==> src/common/rv32v_types_pkg.sv <==
package rv32v_types_pkg;

    localparam int VLEN = 128;           // bits per vector register
    localparam int ELEN = 32;            // widest supported element
    localparam logic [6:0] OPC_OPV = 7'h57;

    typedef enum logic [2:0] {
        SEW8  = 3'd0,
        SEW16 = 3'd1,
        SEW32 = 3'd2,
        SEW64 = 3'd3
    } vsew_t;

    // codes 4..7 are reserved or fractional
    typedef enum logic [2:0] {
        LMUL1     = 3'd0,
        LMUL2     = 3'd1,
        LMUL4     = 3'd2,
        LMUL8     = 3'd3,
        LMUL_RSVD = 3'd4,
        LMUL_F8   = 3'd5,
        LMUL_F4   = 3'd6,
        LMUL_F2   = 3'd7
    } vlmul_t;

    typedef enum logic [2:0] {
        OPIVV = 3'd0,
        OPFVV = 3'd1,
        OPMVV = 3'd2,
        OPIVI = 3'd3,
        OPIVX = 3'd4,
        OPFVF = 3'd5,
        OPMVX = 3'd6,
        OPCFG = 3'd7
    } vfunct3_t;

    typedef enum logic [5:0] {
        VREDSUM  = 6'b000000, VREDAND  = 6'b000001, VREDOR   = 6'b000010,
        VREDXOR  = 6'b000011, VREDMINU = 6'b000100, VREDMIN  = 6'b000101,
        VREDMAXU = 6'b000110, VREDMAX  = 6'b000111, VAADDU   = 6'b001000,
        VAADD    = 6'b001001, VASUBU   = 6'b001010, VASUB    = 6'b001011,
        VXUNARY0 = 6'b010010, VMANDN   = 6'b011000, VMAND    = 6'b011001,
        VMOR     = 6'b011010, VMXOR    = 6'b011011, VMORN    = 6'b011100,
        VMNAND   = 6'b011101, VMNOR    = 6'b011110, VMXNOR   = 6'b011111,
        VDIVU    = 6'b100000, VDIV     = 6'b100001, VREMU    = 6'b100010,
        VREM     = 6'b100011, VMULHU   = 6'b100100, VMUL     = 6'b100101,
        VMULHSU  = 6'b100110, VMULH    = 6'b100111, VMADD    = 6'b101001,
        VNMSUB   = 6'b101011, VMACC    = 6'b101101, VNMSAC   = 6'b101111,
        VWADDU   = 6'b110000, VWADD    = 6'b110001, VWSUBU   = 6'b110010,
        VWSUB    = 6'b110011, VWADDU_W = 6'b110100, VWADD_W  = 6'b110101,
        VWSUBU_W = 6'b110110, VWSUB_W  = 6'b110111, VWMULU   = 6'b111000,
        VWMULSU  = 6'b111010, VWMUL    = 6'b111011, VWMACCU  = 6'b111100,
        VWMACC   = 6'b111101, VWMACCUS = 6'b111110, VWMACCSU = 6'b111111
    } vopm_t;

    typedef enum logic [5:0] {
        VADD  = 6'b000000, VSUB  = 6'b000010, VRSUB = 6'b000011,
        VMINU = 6'b000100, VMIN  = 6'b000101, VMAXU = 6'b000110,
        VMAX  = 6'b000111, VAND  = 6'b001001, VOR   = 6'b001010,
        VXOR  = 6'b001011
    } vopi_t;

    typedef enum logic [2:0] {VFU_ALU, VFU_RED, VFU_MSK, VFU_DIV, VFU_MUL, VFU_CFG} vfu_t;

    // nine ops, so one bit wider than the other selects
    typedef enum logic [3:0] {
        VALU_ADD, VALU_SUB, VALU_RSUB, VALU_AND, VALU_OR,
        VALU_XOR, VALU_MIN, VALU_MAX, VALU_EXT
    } valuop_t;

    typedef enum logic [2:0] {UNFUSED, VMUL_MADD, VMUL_NMSUB, VMUL_MACC, VMUL_NMSAC} vmulop_t;

    typedef enum logic [2:0] {
        VMSK_AND, VMSK_NDN, VMSK_OR, VMSK_XOR, VMSK_NOR, VMSK_NND, VMSK_XNR
    } vmaskop_t;

    typedef enum logic [1:0] {SIGNED, UNSIGNED, SIGNED_UNSIGNED, UNSIGNED_SIGNED} vsigntype_t;

    typedef struct packed {
        vfu_t       vfu;
        valuop_t    valuop;
        vmulop_t    vmulop;
        logic       vmulwiden;
        logic       vmulrethigh;
        logic       vdivremainder;
        vmaskop_t   vmaskop;
        vsigntype_t vsigntype;
        logic       vopunsigned;
    } vexec_t;

    localparam vexec_t VEXEC_NOP = '{
        vfu: VFU_ALU, valuop: VALU_ADD, vmulop: UNFUSED, vmulwiden: 1'b0,
        vmulrethigh: 1'b0, vdivremainder: 1'b0, vmaskop: VMSK_AND,
        vsigntype: SIGNED, vopunsigned: 1'b0
    };

    typedef struct packed {
        logic [5:0] funct6;
        logic       vm;
        logic [4:0] vs2;
        logic [4:0] vs1;
        vfunct3_t   funct3;
        logic [4:0] vd;
        logic [6:0] opcode;
    } varith_t;

    typedef struct packed {
        logic        cfg_bit;   // clear for vsetvli
        logic [10:0] zimm;      // [5:3] vsew, [2:0] vlmul
        logic [4:0]  rs1;
        vfunct3_t    funct3;
        logic [4:0]  rd;
        logic [6:0]  opcode;
    } vcfg_t;

    typedef union packed {
        varith_t arith;
        vcfg_t   cfg;
    } vinstr_u;

endpackage
==> src/common/vtype_if.sv <==
`timescale 1ns/100ps

interface vtype_if;
    import rv32v_types_pkg::*;

    vsew_t       vsew;
    vlmul_t      vlmul;
    logic [31:0] vl;
    logic        vill;     // last vsetvli asked for an unsupported config

    modport csr (
        output vsew, vlmul, vl, vill
    );

    modport user (
        input vsew, vlmul, vl, vill
    );

endinterface

==> src/rv32v_decode_unit.sv <==
`timescale 1ns/100ps

module rv32v_decode_unit (
    input  logic                        clk,
    input  logic                        rst_n,
    input  logic                        instr_valid,
    input  logic [31:0]                 instr,
    input  logic [31:0]                 avl,        // rs1 value for vsetvli
    output logic                        out_valid,
    output logic                        illegal,
    output rv32v_types_pkg::vfu_t       vfu,
    output rv32v_types_pkg::valuop_t    valuop,
    output rv32v_types_pkg::vmulop_t    vmulop,
    output logic                        vmulwiden,
    output logic                        vmulrethigh,
    output logic                        vdivremainder,
    output rv32v_types_pkg::vmaskop_t   vmaskop,
    output rv32v_types_pkg::vsigntype_t vsigntype,
    output logic                        vopunsigned,
    output rv32v_types_pkg::vsew_t      veew_src2,
    output rv32v_types_pkg::vsew_t      vsew,
    output logic [31:0]                 vl
);
    import rv32v_types_pkg::*;

    vopm_t       opm_op;
    vopi_t       opi_op;
    vfunct3_t    vfunct3;
    logic [4:0]  vs1_sel;
    vexec_t      opm_exec;
    logic        opm_valid;
    vsew_t       opm_eew;
    vexec_t      opi_exec;
    logic        opi_valid;
    vsew_t       opi_eew;
    logic        cfg_we;
    logic [10:0] zimm;
    vexec_t      exec;

    vtype_if vtype ();

    rv32v_decode_stage u_stage (
        .clk         (clk),
        .rst_n       (rst_n),
        .instr_valid (instr_valid),
        .instr       (instr),
        .opm_op      (opm_op),
        .opi_op      (opi_op),
        .vfunct3     (vfunct3),
        .vs1_sel     (vs1_sel),
        .opm_exec    (opm_exec),
        .opm_valid   (opm_valid),
        .opm_eew     (opm_eew),
        .opi_exec    (opi_exec),
        .opi_valid   (opi_valid),
        .opi_eew     (opi_eew),
        .cfg_we      (cfg_we),
        .zimm        (zimm),
        .vtype       (vtype.user),
        .out_valid   (out_valid),
        .illegal     (illegal),
        .exec        (exec),
        .veew_src2   (veew_src2),
        .vsew        (vsew),
        .vl          (vl)
    );

    rv32v_opm_decode u_opm (
        .vopm      (opm_op),
        .vfunct3   (vfunct3),
        .vs1_sel   (vs1_sel),
        .vsew      (vsew),
        .vexec     (opm_exec),
        .valid     (opm_valid),
        .veew_src2 (opm_eew)
    );

    rv32v_opi_decode u_opi (
        .vopi      (opi_op),
        .vfunct3   (vfunct3),
        .vsew      (vsew),
        .vexec     (opi_exec),
        .valid     (opi_valid),
        .veew_src2 (opi_eew)
    );

    rv32v_vtype_csr u_vtype (
        .clk    (clk),
        .rst_n  (rst_n),
        .cfg_we (cfg_we),
        .zimm   (zimm),
        .avl    (avl),
        .vtype  (vtype.csr)
    );

    // control word out as separate fields
    assign vfu           = exec.vfu;
    assign valuop        = exec.valuop;
    assign vmulop        = exec.vmulop;
    assign vmulwiden     = exec.vmulwiden;
    assign vmulrethigh   = exec.vmulrethigh;
    assign vdivremainder = exec.vdivremainder;
    assign vmaskop       = exec.vmaskop;
    assign vsigntype     = exec.vsigntype;
    assign vopunsigned   = exec.vopunsigned;

endmodule

==> src/rv32v_decode_stage.sv <==
`timescale 1ns/100ps

module rv32v_decode_stage (
    input  logic                      clk,
    input  logic                      rst_n,
    input  logic                      instr_valid,
    input  rv32v_types_pkg::vinstr_u  instr,
    output rv32v_types_pkg::vopm_t    opm_op,
    output rv32v_types_pkg::vopi_t    opi_op,
    output rv32v_types_pkg::vfunct3_t vfunct3,
    output logic [4:0]                vs1_sel,
    input  rv32v_types_pkg::vexec_t   opm_exec,
    input  logic                      opm_valid,
    input  rv32v_types_pkg::vsew_t    opm_eew,
    input  rv32v_types_pkg::vexec_t   opi_exec,
    input  logic                      opi_valid,
    input  rv32v_types_pkg::vsew_t    opi_eew,
    output logic                      cfg_we,
    output logic [10:0]               zimm,
    vtype_if.user                     vtype,
    output logic                      out_valid,
    output logic                      illegal,
    output rv32v_types_pkg::vexec_t   exec,
    output rv32v_types_pkg::vsew_t    veew_src2,
    output rv32v_types_pkg::vsew_t    vsew,
    output logic [31:0]               vl
);
    import rv32v_types_pkg::*;

    logic   is_opv;
    logic   is_cfg;
    logic   claimed;
    vexec_t dec_exec;
    vsew_t  dec_eew;

    assign opm_op  = vopm_t'(instr.arith.funct6);
    assign opi_op  = vopi_t'(instr.arith.funct6);
    assign vfunct3 = instr.arith.funct3;
    assign vs1_sel = instr.arith.vs1;
    assign zimm    = instr.cfg.zimm;

    assign is_opv = (instr.arith.opcode == OPC_OPV);
    assign is_cfg = is_opv && (instr.cfg.funct3 == OPCFG) && !instr.cfg.cfg_bit;
    assign cfg_we = instr_valid && is_cfg;

    // decoder valid sets never overlap
    always_comb begin
        dec_exec = VEXEC_NOP;
        dec_eew  = vtype.vsew;
        claimed  = 1'b0;
        if (is_cfg) begin
            dec_exec.vfu = VFU_CFG;
            claimed      = 1'b1;
        end else if (opm_valid) begin
            dec_exec = opm_exec;
            dec_eew  = opm_eew;
            claimed  = 1'b1;
        end else if (opi_valid) begin
            dec_exec = opi_exec;
            dec_eew  = opi_eew;
            claimed  = 1'b1;
        end
    end

    always_ff @(posedge clk or negedge rst_n) begin
        if (!rst_n) begin
            out_valid <= 1'b0;
            illegal   <= 1'b0;
        end else begin
            out_valid <= instr_valid;
            if (instr_valid)
                illegal <= !(is_opv && claimed);
        end
    end

    always_ff @(posedge clk) begin
        if (instr_valid) begin
            exec      <= dec_exec;
            veew_src2 <= dec_eew;
        end
    end

    // already registered in the csr, so a vsetvli shows its new values
    assign vsew = vtype.vsew;
    assign vl   = vtype.vl;

endmodule

==> src/rv32v_vtype_csr.sv <==
`timescale 1ns/100ps

module rv32v_vtype_csr (
    input  logic        clk,
    input  logic        rst_n,
    input  logic        cfg_we,
    input  logic [10:0] zimm,
    input  logic [31:0] avl,
    vtype_if.csr        vtype
);
    import rv32v_types_pkg::*;

    vsew_t       new_sew;
    vlmul_t      new_lmul;
    logic        cfg_bad;
    logic [31:0] vlmax;

    vsew_t       sew_q;
    vlmul_t      lmul_q;
    logic [31:0] vl_q;
    logic        vill_q;

    always_comb begin
        new_sew  = vsew_t'(zimm[5:3]);
        new_lmul = vlmul_t'(zimm[2:0]);
        cfg_bad  = ((8 << new_sew) > ELEN) || new_lmul[2];  // too wide or fractional
        vlmax    = (VLEN >> (3 + new_sew)) << new_lmul[1:0];
    end

    always_ff @(posedge clk or negedge rst_n) begin
        if (!rst_n) begin
            sew_q  <= SEW8;
            lmul_q <= LMUL1;
            vl_q   <= '0;
            vill_q <= 1'b0;
        end else if (cfg_we) begin
            vill_q <= cfg_bad;
            if (cfg_bad) begin
                vl_q <= '0;     // vtype keeps its old value
            end else begin
                sew_q  <= new_sew;
                lmul_q <= new_lmul;
                vl_q   <= (avl < vlmax) ? avl : vlmax;
            end
        end
    end

    assign vtype.vsew  = sew_q;
    assign vtype.vlmul = lmul_q;
    assign vtype.vl    = vl_q;
    assign vtype.vill  = vill_q;

endmodule

==> src/decode/rv32v_opi_decode.sv <==
`timescale 1ns/100ps

module rv32v_opi_decode (
    input  rv32v_types_pkg::vopi_t    vopi,
    input  rv32v_types_pkg::vfunct3_t vfunct3,
    input  rv32v_types_pkg::vsew_t    vsew,
    output rv32v_types_pkg::vexec_t   vexec,
    output logic                      valid,
    output rv32v_types_pkg::vsew_t    veew_src2
);
    import rv32v_types_pkg::*;

    assign veew_src2 = vsew;    // no widening forms on this path

    always_comb begin
        vexec = VEXEC_NOP;      // every op here goes to the alu
        valid = 1'b1;

        case (vopi)
            VADD: vexec.valuop = VALU_ADD;
            VSUB: vexec.valuop = VALU_SUB;
            VRSUB: begin
                vexec.valuop = VALU_RSUB;
                if (vfunct3 == OPIVV)
                    valid = 1'b0;   // reverse sub has only scalar forms
            end
            VAND: vexec.valuop = VALU_AND;
            VOR: vexec.valuop = VALU_OR;
            VXOR: vexec.valuop = VALU_XOR;
            VMINU: begin
                vexec.valuop      = VALU_MIN;
                vexec.vopunsigned = 1'b1;
            end
            VMIN: vexec.valuop = VALU_MIN;
            VMAXU: begin
                vexec.valuop      = VALU_MAX;
                vexec.vopunsigned = 1'b1;
            end
            VMAX: vexec.valuop = VALU_MAX;
            default: valid = 1'b0;
        endcase

        if (!(vfunct3 inside {OPIVV, OPIVX, OPIVI}))
            valid = 1'b0;
    end

endmodule

==> src/decode/rv32v_opm_decode.sv <==
`timescale 1ns/100ps

module rv32v_opm_decode (
    input  rv32v_types_pkg::vopm_t    vopm,
    input  rv32v_types_pkg::vfunct3_t vfunct3,
    input  logic [4:0]                vs1_sel,
    input  rv32v_types_pkg::vsew_t    vsew,
    output rv32v_types_pkg::vexec_t   vexec,
    output logic                      valid,
    output rv32v_types_pkg::vsew_t    veew_src2
);
    import rv32v_types_pkg::*;

    logic [2:0] ext_shift;  // log2 of the extension factor

    always_comb begin
        vexec     = VEXEC_NOP;
        veew_src2 = vsew;
        valid     = 1'b1;
        ext_shift = 3'd0;

        // functional unit select also filters unsupported funct6
        case (vopm)
            VREDSUM, VREDAND, VREDOR, VREDXOR,
            VREDMINU, VREDMIN, VREDMAXU, VREDMAX: vexec.vfu = VFU_RED;
            VMANDN, VMAND, VMOR, VMXOR,
            VMORN, VMNAND, VMNOR, VMXNOR: vexec.vfu = VFU_MSK;
            VDIVU, VDIV, VREMU, VREM: vexec.vfu = VFU_DIV;
            VMULHU, VMUL, VMULHSU, VMULH, VMADD, VNMSUB, VMACC, VNMSAC,
            VWMULU, VWMULSU, VWMUL, VWMACCU, VWMACC, VWMACCUS, VWMACCSU: vexec.vfu = VFU_MUL;
            VAADDU, VAADD, VASUBU, VASUB, VXUNARY0,
            VWADDU, VWADD, VWSUBU, VWSUB, VWADDU_W, VWADD_W, VWSUBU_W, VWSUB_W: vexec.vfu = VFU_ALU;
            default: valid = 1'b0;
        endcase

        case (vopm)
            VREDAND: vexec.valuop = VALU_AND;
            VREDOR: vexec.valuop = VALU_OR;
            VREDXOR: vexec.valuop = VALU_XOR;
            VREDMINU, VREDMIN: vexec.valuop = VALU_MIN;
            VREDMAXU, VREDMAX: vexec.valuop = VALU_MAX;
            VASUBU, VASUB, VWSUBU, VWSUB, VWSUBU_W, VWSUB_W: vexec.valuop = VALU_SUB;
            default: vexec.valuop = VALU_ADD;
        endcase

        case (vopm)
            VREDMINU, VREDMAXU, VAADDU, VASUBU, VDIVU, VREMU,
            VMULHU, VMULHSU, VWADDU, VWSUBU, VWADDU_W, VWSUBU_W,
            VWMULU, VWMULSU, VWMACCU, VWMACCUS, VWMACCSU: vexec.vopunsigned = 1'b1;
            default: vexec.vopunsigned = 1'b0;
        endcase

        case (vopm)
            VMANDN: vexec.vmaskop = VMSK_NDN;
            VMOR: vexec.vmaskop = VMSK_OR;
            VMXOR: vexec.vmaskop = VMSK_XOR;
            VMORN, VMNOR: vexec.vmaskop = VMSK_NOR;
            VMNAND: vexec.vmaskop = VMSK_NND;
            VMXNOR: vexec.vmaskop = VMSK_XNR;
            default: vexec.vmaskop = VMSK_AND;
        endcase

        // multiplier controls
        case (vopm)
            VMULHU, VWMULU, VWMACCU: vexec.vsigntype = UNSIGNED;
            VMULHSU, VWMULSU, VWMACCSU: vexec.vsigntype = SIGNED_UNSIGNED;
            VWMACCUS: vexec.vsigntype = UNSIGNED_SIGNED;
            default: vexec.vsigntype = SIGNED;
        endcase
        case (vopm)
            VMADD: vexec.vmulop = VMUL_MADD;
            VNMSUB: vexec.vmulop = VMUL_NMSUB;
            VMACC, VWMACCU, VWMACC, VWMACCUS, VWMACCSU: vexec.vmulop = VMUL_MACC;
            VNMSAC: vexec.vmulop = VMUL_NMSAC;
            default: vexec.vmulop = UNFUSED;
        endcase
        vexec.vmulrethigh = vopm inside {VMULHU, VMULHSU, VMULH};
        vexec.vmulwiden = vopm inside {VWMULU, VWMULSU, VWMUL, VWMACCU, VWMACC, VWMACCUS, VWMACCSU};
        vexec.vdivremainder = vopm inside {VREMU, VREM};

        if (vopm inside {VWADDU_W, VWADD_W, VWSUBU_W, VWSUB_W})
            veew_src2 = vsew_t'(vsew + 3'd1);   // wide vs2 operand

        // vzext / vsext with odd selectors as the signed forms
        if (vopm == VXUNARY0) begin
            vexec.valuop      = VALU_EXT;
            vexec.vopunsigned = ~vs1_sel[0];
            case (vs1_sel)
                5'd2, 5'd3: ext_shift = 3'd3;   // vf8
                5'd4, 5'd5: ext_shift = 3'd2;   // vf4
                5'd6, 5'd7: ext_shift = 3'd1;   // vf2
                default: valid = 1'b0;
            endcase
            veew_src2 = vsew_t'(vsew - ext_shift);
            if (vsew < ext_shift)
                valid = 1'b0;                   // source below SEW8
        end

        if (vfunct3 != OPMVV && vfunct3 != OPMVX)
            valid = 1'b0;
    end

endmodule

==> config.mk <==
export PLATFORM = sky130hd
export DESIGN_NAME = rv32v_decode_unit
export DESIGN_NICKNAME = d
export VERILOG_FILES = /design/src/common/rv32v_types_pkg.sv /design/src/common/vtype_if.sv /design/src/rv32v_decode_unit.sv /design/src/rv32v_decode_stage.sv /design/src/rv32v_vtype_csr.sv /design/src/decode/rv32v_opi_decode.sv /design/src/decode/rv32v_opm_decode.sv
export SDC_FILE = /design/constraint.sdc
export NUM_CORES = 1
export LEC_CHECK = 0
export BUFFER_PORTS_ARGS = -buffer_cell sky130_fd_sc_hd__buf_2
export CAP_MARGIN = 20
export CELL_PAD_IN_SITES_DETAIL_PLACEMENT = 0
export CELL_PAD_IN_SITES_GLOBAL_PLACEMENT = 1
export CORE_ASPECT_RATIO = 1.4
export CORE_MARGIN = 10
export CORE_UTILIZATION = 38
export CTS_BUF_LIST = sky130_fd_sc_hd__clkbuf_8
export DETAILED_ROUTE_END_ITERATION = 8
export PLACE_DENSITY = 0.91
export SYNTH_ARGS = -nofsm -noshare
export SYNTH_HDL_FRONTEND = slang
export SYNTH_SLANG_ARGS = --single-unit
==> constraint.sdc <==
create_clock -name clk -period 2.48 [get_ports clk]
set_input_delay 0.248 -clock clk [delete_from_list [all_inputs] [get_ports clk]]
set_output_delay 0.248 -clock clk [all_outputs]
set_load 0.05 [all_outputs]
==> results of run 1 <==
[Yosys cell counts (all sizes together) (2+ instances only)]
master	instances	area, µm²
o21ai	11	55.1
dfrtp	37	926
nand2	24	90.1
o311ai	6	108
edfxtp	22	661
or2	3	18.8
a2111oi	2	23.8
xnor2	2	17.5
nor4	10	62.6
nor2	25	96.4
xor2	3	26.3
o31ai	2	20.0
and2	28	175
mux2i	4	40.0
a211oi	2	15.0
nor4b	4	35.0
buf	9	67.6
nor3	13	65.1
a211o	2	17.5
nand3	5	25.0
a31oi	3	18.8
a32o	2	20.0
a22oi	5	37.5
o31a	2	17.5
a21boi	2	15.0
ha	10	125
o22a	2	17.5
and3	2	12.5
nand4	9	56.3
nand3b	3	22.5
nor3b	2	15.0
a21oi	8	40.0
nor2b	8	50.1
inv	10	37.5
nand2b	6	37.5
or3	3	18.8
nand4b	3	56.3
clkbuf	14	52.6
[cell usage in the layout (no fill, tap or decap), types with 3 or more instances in the layout]
cell type,Yosys,final
nor2_1,24,24
xor2_1,3,3
nor2b_1,8,8
nand3b_1,3,3
nand4_1,9,9
nand2b_1,6,6
clkbuf_8,0,10
nand3_1,5,5
o21ai_0,11,11
nor4_1,10,9
o311ai_2,5,5
nor4b_1,4,4
a21oi_1,8,8
nand2_1,24,24
clkinv_2,0,3
edfxtp_1,22,22
or3_1,3,3
buf_2,3,120
ha_1,10,10
nor3_1,13,13
mux2i_1,4,4
a22oi_1,5,5
buf_4,4,17
and2_1,28,28
inv_1,10,11
a31oi_1,3,3
dfrtp_1,37,36
[area by class of cell]
cell class              count  area [µm²]
clock buffers              10         138
multi-input cells         229        1610
clock inverters             6        56.3
well taps                 105         131
fillers                   827        4270
repair buffers            137         728
inverters                  10        37.5
flip-flops and latches     59        1590
[layer usage]
metal	wire (µm)	up-vias
met2	4530	93
met1	3660	1366
met4	147	0
met3	545	12
li1	-	1427
met5	0	-
[state kept, by name, summed over array words and instances (netlist names)]
name                flops
u_stage.veew_src2       3
u_vtype.vtype.vl       32
u_vtype.vtype.vsew      3
u_stage.exec           19
u_stage.out_valid       1
u_stage.illegal         1
[worst max-delay path: stages (launching register included)]
cell	delay [ns]
dfrtp_2	0.41
inv_1	0.07
ha_1	0.22
nand2b_1	0.18
a2111oi_4	0.39
o221ai_2	0.14
or2_4	0.34
nor4_1	0.31
[worst min-delay path by stage]
stage | cells past startpoint | from | endpoint
3_3_place_gp | 1 | rst_n | u_vtype.vtype.vl[9]
5_1_grt | 1 | rst_n | u_vtype.vtype.vl[24]
4_1_cts | 1 | rst_n | u_vtype.vtype.vsew[1]
6_report | 1 | rst_n | u_vtype.vtype.vl[24]
2_1_floorplan | 0 | rst_n | u_stage.illegal
3_5_place_dp | 1 | rst_n | u_vtype.vtype.vl[14]
[kinds of logic (layout without fill, tap and decap cells)]
logic type / after synthesis / count (layout) / synth area share (%)
AND/OR/NAND/NOR: 151 / 151 / 26.1
flip-flops: 59 / 59 / 47.7
AO/OA/AOI/OAI: 58 / 58 / 14.7
buffers and inverters: 33 / 163 / 4.74
adder cells (fa/ha/maj): 11 / 11 / 4.36
XOR/XNOR: 5 / 5 / 1.32
multiplexers: 4 / 4 / 1.20
[stage by stage]
step	cell area, µm²	hold slack, ns	TNS (ns)	std cells	utilization, %
global placement	4070	0.369	0	540	47.5
global route	4280	0.0674	0	556	50.1
detailed placement	4070	0.390	-0.175	540	47.5
floorplan	3330	-0.0476	0	321	-
finish	4280	0.0160	0	556	50.1
CTS	4260	0.0338	0	556	49.8
[power breakdown]
| group | switching (mW) | internal [mW] |
|---|---|---|
| clock network | 0.361 | 0.482 |
| registers | 0.00544 | 1.03 |
| logic | 0.236 | 0.120 |
| total | 0.603 | 1.64 |
[what timing repair did]
action | CTS | global route
cloned | 0 | 0
gates resized for setup | 1 | 3
setup endpoints to repair | 1 | 5
setup buffers | 0 | 0
==> qor.yml, run 1 <==
yosys:
  ys_warn_count: 0
  async_flop_share_pct: 62.7
  synth-seq-cells: 59
  yosysUniqueCellTypes: 58
  syn_area_um2: 3330
  ys.flop_type: "dfrtp_1"
  syn_avg_cell_area_um2: 10.4
  syn-num-nets: 399
  synth_cells: 321
  synth_edf_count: 22
  yosysSeqAreaShare_pct: 47.7
detailed_routing:
  routed-via-count: 2898
  first_pass_iters: 4
  via_per_inst: 5.21
  routed_wirelength_mm: 8.88
  postRouteAntennaNets: 0
  drc: 0
  drtIter0Drc: 155
  wl_per_cell_um: 16.0
outcome:
  status: "complete, no violations"
global_route:
  grt_most_used_layer: "met2"
  overflow: 0
  track_usage_pct: 13.5
  gr-usage-met1_pct: 16.0
  antenna_found_initial: 0
  grt_max_degree: 38
  grt_pass1_wl_mm: 14.3
  use_met3_pct: 3.63
  grtUsageMet2_pct: 22.4
  grt_pass1_vias: 2872
timing:
  fin_ws_ns: 0.213
  rsz0062_at_grt: "no"
  timing.final.crit_share_pct: 91.4
  setup_viol: 0
  slew_headroom_pct: 45.9
  slew_violations: 0
  max_slew.worst_pin.slew_ns: 0.812
  final-hold-violation-count: 0
  maxClockFrequency_mhz: 441
  finClkSkew_ns: 0.00563
  fin_crit_ns: 2.27
worst_setup_path:
  critical_path.max_fanout: 13
  critPathRequiredTime_ns: 2.60
  path_class: "flop to flop"
  r2r_start: "u_vtype.vtype.vsew[0]"
  r2r-end: "u_stage.exec[1]"
  r2r_slack_ns: 0.21
  crit_path_end: "u_stage.exec[1]"
  cp_data_arrival_time_ns: 2.39
  end_kind: "flop"
  reg2regPathDepth: 7
  startpoint_type: "flop"
  worstSetupStartpoint: "u_vtype.vtype.vsew[0]"
floorplan:
  die_w_um: 99.1
  num_rows: 40
  ios: 126
  start_util_pct: 38.9
  die_area_um2: 13000
  core_um2: 8560
  die_height_um: 131
cts:
  cts.htree.levels: 3
  cts_hold_buffers: 0
  cts_buffers: 9
  cts_sinks: 59
  clockBufferDepth: 2
  clk_pin_slew_ns: 0.07
  clk_latency_ns: 0.32
  ctsRootBufferMaster: "clkbuf_8"
  cts_tree: "done"
pwr:
  p_per_area_nw_per_um2: 523
  fin_total_pwr_mw: 2.24
  ir_worst_vdd_uv: 414
  leakage_nw: 2.01
final_layout:
  drive_gt1_share_pct: 37.5
  nNetsFinal: 524
  n_antenna_cell: 0
  area_growth_pct: 28.7
placement:
  gp_routability_congestion: 0.834
  dp_slack_ns: -0.0909
  dp_hpwl_mm: 7.09
  port_buffers: 120
hold_path:
  hold_class: "input port to asynchronous set/reset pin"
run:
  maxCapViolCount: 0
No activity file was read; power rests on OpenSTA's default activity.
==> inputs of run 2 (changes only) <==
--- a/config.mk
+++ b/config.mk
@@ -17,2 +17,3 @@
 export PLACE_DENSITY = 0.91
+export SKIP_CTS_REPAIR_TIMING = 1
 export SYNTH_ARGS = -nofsm -noshare
--- a/constraint.sdc
+++ b/constraint.sdc
@@ -3,2 +3,2 @@
 set_output_delay 0.248 -clock clk [all_outputs]
-set_load 0.05 [all_outputs]
+set_load 0.02 [all_outputs]
==> run 2 against run 1 <==
Net effect: the flow now finishes with violations (negative hold slack); wire length is 0.83% higher; non-clock buffer count is 1 higher; via count is 1.6% higher; total power is 3.6% higher; final cell count is 0.18% higher; clock skew is 0.00079 ns lower.
==> qor.yml, run 2 (synthesis gave the netlist of run 1 again) <==
outcome:
  status: "finished, violations left"
  violations: "negative hold slack"
detailed_routing:
  drc: 0  # unchanged
  via_per_inst: 5.29  # +1.4%
  routed-via-count: 2944  # +1.6%
  drtIter0Drc: 119  # -23%
  wl_per_cell_um: 16.1  # +0.65%
  routed_wirelength_mm: 8.95  # +0.83%
  first_pass_iters: 4  # unchanged
  postRouteAntennaNets: 0  # unchanged
run:
  maxCapViolCount: 0  # unchanged
cts:
  clk_latency_ns: 0.34  # +0.02 ns
  cts_sinks: 59  # unchanged
  clockBufferDepth: 2  # unchanged
  cts_tree: "done"
  cts_buffers: 9  # unchanged
  ctsRootBufferMaster: "clkbuf_8"
  cts.htree.levels: 3  # unchanged
  clk_pin_slew_ns: 0.07  # about the same
floorplan:
  ios: 126  # unchanged
  num_rows: 40  # unchanged
  core_um2: 8560  # unchanged
  die_w_um: 99.1  # unchanged
  start_util_pct: 38.9  # unchanged
  die_height_um: 131  # unchanged
  die_area_um2: 13000  # unchanged
global_route:
  grtUsageMet2_pct: 22.6  # +0.19 points
  grt_pass1_wl_mm: 14.4  # +0.58%
  antenna_found_initial: 0  # unchanged
  track_usage_pct: 13.7  # +0.21 points
  overflow: 0  # unchanged
  use_met3_pct: 3.89  # +0.26 points
  grt_pass1_vias: 3031  # +5.5%
  grt_max_degree: 38  # unchanged
  gr-usage-met1_pct: 15.8  # -0.27 points
  grt_most_used_layer: "met2"
worst_setup_path:
  crit_buf_inv: 1  # unchanged
  worst_path_dominant_cell_family: "simple AND/OR/NAND/NOR gates"
  end_kind: "flop"
  path_class: "flop to flop"
  cp_slowest_cell: "or2_2"
  path_cells: "inv_1 -> ha_1 -> nand2b_1 -> a2111oi_2 -> o221ai_2 -> or2_2 -> nor4_1"
  cp_data_arrival_time_ns: 2.45  # +0.06 ns
  startpoint_type: "flop"
  critical_path.max_fanout: 13  # unchanged
  max_stage_delay_ns: 0.44  # +0.03 ns
  critPathRequiredTime_ns: 2.62  # +0.02 ns
  r2r_slack_ns: 0.17  # -0.04 ns
timing:
  final-hold-violation-count: 20  # +20
  finClkSkew_ns: 0.00484  # -0.000792 ns
  maxClockFrequency_mhz: 434  # -1.7%
  slew_headroom_pct: 46.8  # +0.93 points
  worst_hold_slack_ns: -0.00521  # -0.0212 ns
  fin_setup_tns_ns: 0  # unchanged
  fin_crit_ns: 2.31  # +0.0400 ns
  max_slew.worst_pin.slew_ns: 0.798  # -0.0139 ns
  setup_viol: 0  # unchanged
  timing.final.crit_share_pct: 93.0  # +1.6 points
  fin_ws_ns: 0.173  # -0.0400 ns
  rsz0062_at_grt: "no"
  slew_violations: 0  # unchanged
placement:
  dp_cells: 541  # +0.19%
  port_buffers: 120  # unchanged
  dp_hpwl_mm: 7.15  # +0.91%
  dp_slack_ns: -0.0405  # +0.0505 ns
  gp_routability_congestion: 0.841  # +0.82%
pwr:
  ir_worst_vdd_uv: 387  # -6.6%
  p_per_area_nw_per_um2: 539  # +3.2%
  leakage_nw: 2.02  # +0.72%
final_layout:
  multiInputGateArea_um2: 1580  # -1.3%
  n_antenna_cell: 0  # unchanged
  largest_reg_flops: 32  # unchanged
  nNetsFinal: 525  # +0.19%
  area_growth_pct: 29.2
  layout_commonest_cell: "buf_2"
  ff_latch_area_um2: 1590  # about the same
  num-fill-cells: 783  # -5.3%
  final_cell_mix: "buf_2, dfrtp_1, and2_1"
  drive_gt1_share_pct: 37.4  # -0.083 points
  finalNonFillerCells: 557  # +0.18%
hold_path:
  hold_class: "input port to asynchronous set/reset pin"
-- run 2: layout make-up --
| class | count | share of cell area (%) |
|---|---|---|
| sequential | 59 | 36.9 |
| clock buffer | 9 | 2.88 |
| tap | 105 | 3.06 |
| timing repair buffer | 138 | 17.1 |
| clock inverter | 7 | 2.33 |
| inverter | 10 | 0.873 |
| multi-input combinational | 229 | 36.8 |
-- run 2: routing by layer --
layer | wire, µm | up-vias
li1 | - | 1430
met1 | 3630 | 1393
met2 | 4540 | 101
met3 | 537 | 20
met4 | 238 | 0
met5 | 0 | -
-- run 2: path summary, 6_finish.rpt --
path | from | to | depth (start not counted)
hold reg to reg | u_vtype.vtype.vl[22] | u_vtype.vtype.vl[22] | 1
setup reg to reg | u_vtype.vtype.vsew[0] | u_stage.exec[1] | 7
min in group clk | avl[0] | u_vtype.vtype.vl[0] | 2
hold / removal | rst_n | u_vtype.vtype.vl[23] | 1
setup / recovery | u_vtype.vtype.vsew[0] | u_stage.exec[1] | 7
max in group asynchronous | rst_n | u_vtype.vtype.vl[13] | 1
-- run 2: through the flow --
stage	total power, mW	hold slack [ns]	util (%)	area, µm²
after floorplan	1.22	-0.0476	-	3330
after global placement	1.36	0.368	47.6	4080
after detailed placement	1.36	0.387	47.6	4080
after CTS	2.34	0.0171	50.2	4300
after global routing	2.42	0.0431	50.2	4300
final	2.32	-0.00521	50.2	4300
-- run 2: report_power, final --
| part | switching (mW) | leakage, nW | internal (mW) |
|---|---|---|---|
| clock | 0.403 | 0.116 | 0.574 |
| sequential | 0.00532 | 0.707 | 1.03 |
| combinational | 0.185 | 1.20 | 0.118 |
